$ cat src/design/vrf_pkg.sv
`default_nettype none

package vrf_pkg;

   // one vector element, also one memory word
   typedef logic [31:0] elem_t;

   typedef logic [4:0] vreg_idx_t;

   // enough for VLEN up to 8192
   typedef logic [7:0] elem_idx_t;

   // element count of a load, up to 256
   typedef logic [8:0] vl_count_t;

   typedef logic [31:0] mem_addr_t;

   // names one element of one vector register
   typedef struct packed {
      vreg_idx_t vreg;
      elem_idx_t elem;
   } vrf_addr_t;

   // one write request, enable travels beside it
   typedef struct packed {
      vrf_addr_t addr;
      elem_t     data;
   } vrf_wr_t;

   // load command: destination, byte base, element count
   typedef struct packed {
      vreg_idx_t vreg;
      mem_addr_t base;
      vl_count_t count;
   } ld_cmd_t;

endpackage

`default_nettype wire

$ cat src/design/vector_load_unit.sv
`timescale 1ns/1ns
`default_nettype none

module vector_load_unit (
   input  wire logic             clk,
   input  wire logic             rst_n,
   input  wire logic             ld_req,
   input  wire vrf_pkg::ld_cmd_t ld_cmd,
   output logic                  ld_ack,
   output logic                  mem_req,
   output vrf_pkg::mem_addr_t    mem_addr,
   input  wire logic             mem_ack,
   input  wire vrf_pkg::elem_t   mem_rdata,
   output logic                  ld_wr_en,
   output vrf_pkg::vrf_wr_t      ld_wr
);

   typedef enum logic [1:0] {
      idle,
      request,
      wait_release,
      finish
   } state_t;

   state_t             state;
   vrf_pkg::vreg_idx_t vreg_q;
   vrf_pkg::vl_count_t count_q;
   vrf_pkg::elem_idx_t elem_q;
   vrf_pkg::mem_addr_t addr_q;
   vrf_pkg::elem_t     data_q;
   logic               last_elem;

   assign last_elem = (vrf_pkg::vl_count_t'(elem_q) + vrf_pkg::vl_count_t'(1)) == count_q;

   always_ff @(posedge clk)
   begin
      if (!rst_n)
      begin
         state <= idle;
      end
      else
      begin
         case (state)
            idle:
               // an empty load acknowledges at once
               if (ld_req)
                  state <= (ld_cmd.count == '0) ? finish : request;
            request:
               if (mem_ack)
                  state <= wait_release;
            wait_release:
               if (!mem_ack)
                  state <= last_elem ? finish : request;
            finish:
               if (!ld_req)
                  state <= idle;
            default:
               state <= idle;
         endcase
      end
   end

   // command fields, element counter, word address and captured data
   always_ff @(posedge clk)
   begin
      if ((state == idle) && ld_req)
      begin
         vreg_q  <= ld_cmd.vreg;
         count_q <= ld_cmd.count;
         elem_q  <= '0;
         addr_q  <= ld_cmd.base;
      end
      if ((state == request) && mem_ack)
      begin
         data_q <= mem_rdata;
      end
      // step on the same edge that writes the element
      if ((state == wait_release) && !mem_ack)
      begin
         elem_q <= elem_q + 1'b1;
         addr_q <= addr_q + 32'd4;
      end
   end

   assign mem_req  = (state == request);
   assign mem_addr = addr_q;
   assign ld_ack   = (state == finish);

   // element i lands when the memory has released word i
   assign ld_wr_en        = (state == wait_release) && !mem_ack;
   assign ld_wr.addr.vreg = vreg_q;
   assign ld_wr.addr.elem = elem_q;
   assign ld_wr.data      = data_q;

   // request and address hold until the memory answers
   a_req_held: assert property (@(posedge clk) disable iff (!rst_n)
      mem_req && !mem_ack |=> mem_req && $stable(mem_addr));

endmodule

`default_nettype wire

$ cat config.mk
export PLATFORM = sky130hd
export DESIGN_NAME = vector_load_unit
export DESIGN_NICKNAME = d
export VERILOG_FILES = /design/src/design/vrf_pkg.sv /design/src/design/vector_load_unit.sv
export SDC_FILE = /design/constraint.sdc
export NUM_CORES = 1
export LEC_CHECK = 0
export BUFFER_PORTS_ARGS = -buffer_cell sky130_fd_sc_hd__buf_2
export CAP_MARGIN = 25
export CORE_MARGIN = 2
export CORE_UTILIZATION = 44
export DETAILED_ROUTE_END_ITERATION = 8
export GPL_TIMING_DRIVEN = 0
export PLACE_DENSITY_LB_ADDON = 0.2
export SETUP_SLACK_MARGIN = 0.15
export SYNTH_ARGS = -nofsm -noshare
export SYNTH_HDL_FRONTEND = slang
export SYNTH_SLANG_ARGS = --single-unit
$ cat constraint.sdc
create_clock -name clk -period 2.77 [get_ports clk]
set_input_delay 0.1385 -clock clk [delete_from_list [all_inputs] [get_ports clk]]
set_output_delay 0.1385 -clock clk [all_outputs]
set_load 0.01 [all_outputs]
==> results.rst <==
.. list-table::
   :header-rows: 1

   * - Metric
     - Value
   * - Result of the run
     - completed
   * - Full die area
     - 9841 um2
   * - Ports placed on the boundary
     - 162
   * - FF-to-FF Start
     - state[0]
   * - Aggregate routed wire length
     - 10.11 mm
   * - Global-route usage over all layers
     - 20.74%
   * - Syn nets
     - 398
   * - Clk_skew
     - 12.37 ps
   * - Number of register bits inferred by synthesis
     - 88
   * - Antenna Nets Post-Route
     - 0
   * - Clock Sink Count
     - 88
   * - Count of maximum capacitance violations
     - 0
   * - Maximum number of pins on one net before global-route repair
     - 39
   * - Total design power
     - approximately 3.0 mW
   * - Unrepaired setup endpoints after global routing
     - false
   * - Post-synth design cell area
     - 3988 um2
   * - Minimum setup slack among reg-to-reg paths
     - ~670 ps
   * - Source-to-sink clock delay at the later pin of the worst-skew pair
     - 360 ps
   * - Leading area contributor after synthesis
     - edfxtp_1
   * - Width of the chip
     - 99.20 um
   * - DRC violations left
     - 0
   * - Detailed router's first-iteration violation count
     - 113
   * - Filler instances
     - 698
   * - Via count of the first global-routing pass
     - 3304
   * - Wire length of the first global-routing pass
     - 15.84 mm
   * - Power per cell area
     - 532.4 nW/um2
   * - Area share of and/or/nand/nor cells after synthesis
     - 17.07%
   * - Hold violation total from the final report
     - 0
   * - Crit-path max cell delay
     - 420 ps
   * - Adder-cell share of the synthesized area
     - 0.6275%
   * - Clock tree from TritonCTS
     - done
   * - Routability congestion estimate from global placement
     - 0.7942
   * - Post-placement cell count
     - around 600
   * - Critical path startpoint
     - state[0]
   * - Combinational family with the most area after synthesis
     - simple AND/OR/NAND/NOR gates
   * - Critical Setup Path Class
     - reg2reg
   * - Final Max Tran Viols
     - 0
   * - Peak supply drop
     - 0.0002932 V
   * - Worst hold path type
     - in2reg
   * - Total of buffers placed on input and output ports
     - 161
   * - P&R area growth vs syn
     - 40.98%
   * - Cell count of the worst reg-to-reg path
     - 6
   * - Slowest-stage cell, CP
     - clkbuf_1
   * - Number of vias per cell
     - 5.012
   * - Clock buffers created by TritonCTS
     - 9
   * - CTS HTree Levels
     - 3
   * - Most used cell, CP
     - clkbuf_1
   * - Leakage power total
     - 2.259 nW
   * - # nets final
     - approximately 600
   * - Final total negative setup slack
     - 0 ps
   * - Destination of the critical timing path
     - mem_addr[2]
   * - Sequential fraction of the synthesis area
     - around 66%
   * - Transition at the pin with the smallest max-transition slack
     - 557.5 ps
   * - Share of cells above drive strength 1
     - 35.62%
   * - Number of enable-type register cells in the synthesized netlist
     - 86
   * - Via count of the routed design
     - approximately 3200
   * - Root buffer selected by CTS
     - clkbuf_8
   * - Endpoint class of the critical path
     - flop
   * - Top cell type's share of synthesized area
     - 64.76%
   * - Gr ovfl total
     - 0
   * - Total setup violations reported at the end of the flow
     - 0
   * - Xor and xnor fraction of the mapped netlist area
     - 8.786%
   * - Die outline height
     - 99.20 um
   * - Data arrival time of the worst path
     - 2200 ps
   * - Most used DFF post-synth
     - edfxtp_1
   * - Clock transition at the registers of the reported paths
     - about 100 ps
   * - Bufs on Longest Clock Path
     - 2
   * - Area fraction in compound gates after synthesis
     - ~6.0%
   * - Average footprint of a synthesized cell
     - 12.70 um2
   * - Area of the core
     - about 8800 um2
   * - Final cell count without fillers
     - between 600 and 700
   * - Antenna violations before repair
     - 0
   * - Count of standard-cell rows
     - 34
   * - Endpoint of the worst-slack reg-to-reg timing path
     - mem_addr[2]
   * - Critical Path RT
     - 2860 ps
   * - Count of inserted antenna diode cells
     - 0
   * - Element type at the critical path start
     - flop
   * - Synth warnings
     - 0
   * - CP top delay family
     - buffers and inverters
   * - Async S/R FF share, synth
     - 0%
   * - Routed wirelength normalized by instance count
     - ~16 um
   * - Pre-antenna DRT Iters
     - 4
   * - Worst path buffer plus inverter count
     - 3
   * - Achievable frequency
     - 475.2 MHz
   * - Number of gates on the worst path with buffers counted
     - 6
   * - Number of distinct library cell variants in the gate-level netlist after synthesis
     - 41
   * - Worst-path maximum fanout
     - 10
   * - Time the worst path needs with I/O delays and setup
     - 2105 ps
   * - Half-perimeter wire length of the detailed placement result
     - between 7 and 8 mm
   * - Synth top area cells
     - edfxtp_1, xnor2_1, nand2_1
   * - Final worst path period share
     - between 70% and 80%
   * - Relative slew slack
     - 62.83%
   * - Multiplexer area fraction after synthesis
     - 0.2510%
   * - Gate Count Post-Synth
     - between 300 and 400
   * - CP Cell Sequence
     - clkbuf_1, nor2b_1, nand2b_1, clkbuf_1, clkbuf_1, o21ai_0
   * - Initial cell density of the core
     - between 40% and 50%
[Yosys cell counts, drive strengths merged (3+ instances only)]
cell    count
and4        3
edfxtp     86
xnor2      23
xor2       17
o21ai      32
clkbuf     10
and2        5
nand3      15
or2         3
or3         3
nor2b       3
nand2      43
nor2       15
nor4        5
nand4       7
nor3        8
and3        7
inv         5
[worst min path at each step]
| stage | start | end | slack [ps] | depth (start not counted) |
|---|---|---|---|---|
| 2_1_floorplan | ld_cmd[0] | count_q[0] | 240 | 0 |
| 3_3_place_gp | mem_rdata[24] | data_q[24] | 310 | 1 |
| 3_5_place_dp | mem_rdata[4] | data_q[4] | 320 | 1 |
| 4_1_cts | rst_n | state[0] | 20 | 2 |
| 5_1_grt | rst_n | state[0] | 20 | 2 |
| 6_report | rst_n | state[0] | 30 | 2 |
[cell usage in the layout, fill, tap and decap left out, drive strengths merged, types with 3 or more instances in the layout]
cell,netlist,routed
and3,7,7
xnor2,23,23
or2,3,3
dlygate4sd3,0,46
nand2,43,43
edfxtp,86,86
and2,5,5
nor3,8,8
clkbuf,10,19
and4,3,3
nor2b,3,3
inv,5,9
nand3,15,15
nor4,5,5
or3,3,3
nand4,7,7
buf,1,164
nor2,15,15
o21ai,32,32
xor2,17,17
[metal layers]
| layer | vias to the layer above | global-route usage [%] | wire, um |
|---|---|---|---|
| li1 | 1591 | - | - |
| met1 | 1512 | 25.36 | 4199 |
| met2 | 128 | 34.36 | 4900 |
| met3 | 12 | 7.027 | 877 |
| met4 | 0 | 7.482 | 136 |
| met5 | - | 0 | 0 |
[what timing repair did]
item / in CTS / in global routing
hold endpoints to repair: 46 / 0
setup endpoints to repair: 38 / 0
setup buffers: 0 / 0
resized for setup: 1 / 0
hold buffers: 46 / 0
[cell families after synthesis]
group / count (synthesis)
AO/OA/AOI/OAI: 42
flip-flops: 88
multiplexers: 1
XOR/XNOR: 40
buffers and inverters: 16
AND/OR/NAND/NOR: 125
adder cells (fa/ha/maj): 2
[sequential cells by signal, indices dropped and copies added (netlist names)]
| register | count |
|---|---|
| count_q | 9 |
| state | 2 |
| mem_addr | 32 |
| elem_q | 8 |
| vreg_q | 5 |
| data_q | 32 |
[power by group]
group	total [mW]	switching, mW	internal (mW)
combinational	0.465	0.241	0.225
clock	0.857	0.512	0.345
sequential	1.67	0.0805	1.59
[per-stage QoR]
step                hold WS, ps  util, %  instance area (um2)  setup WS (ps)
floorplan                 237.4        -                 3993          602.8
global placement          314.5    56.30                 4933          115.7
detailed placement        317.1    56.61                 4961          64.99
CTS                       15.81    64.02                 5610          323.1
global route              18.52    64.15                 5622          326.2
finish                    32.66    64.15                 5622          665.5
[cell type report]
class	count	area (um2)	area share (%)
clock buffers	9	123.9	2.203
multi-input cells	210	1311	23.33
flip-flops and latches	88	2623	46.65
well taps	108	135.1	2.404
clock inverters	7	62.56	1.113
repair buffers	209	1305	23.21
inverters	5	18.77	0.3339
plain buffers	11	42.54	0.7567
Note: power is estimated with default switching activity, not from simulation.
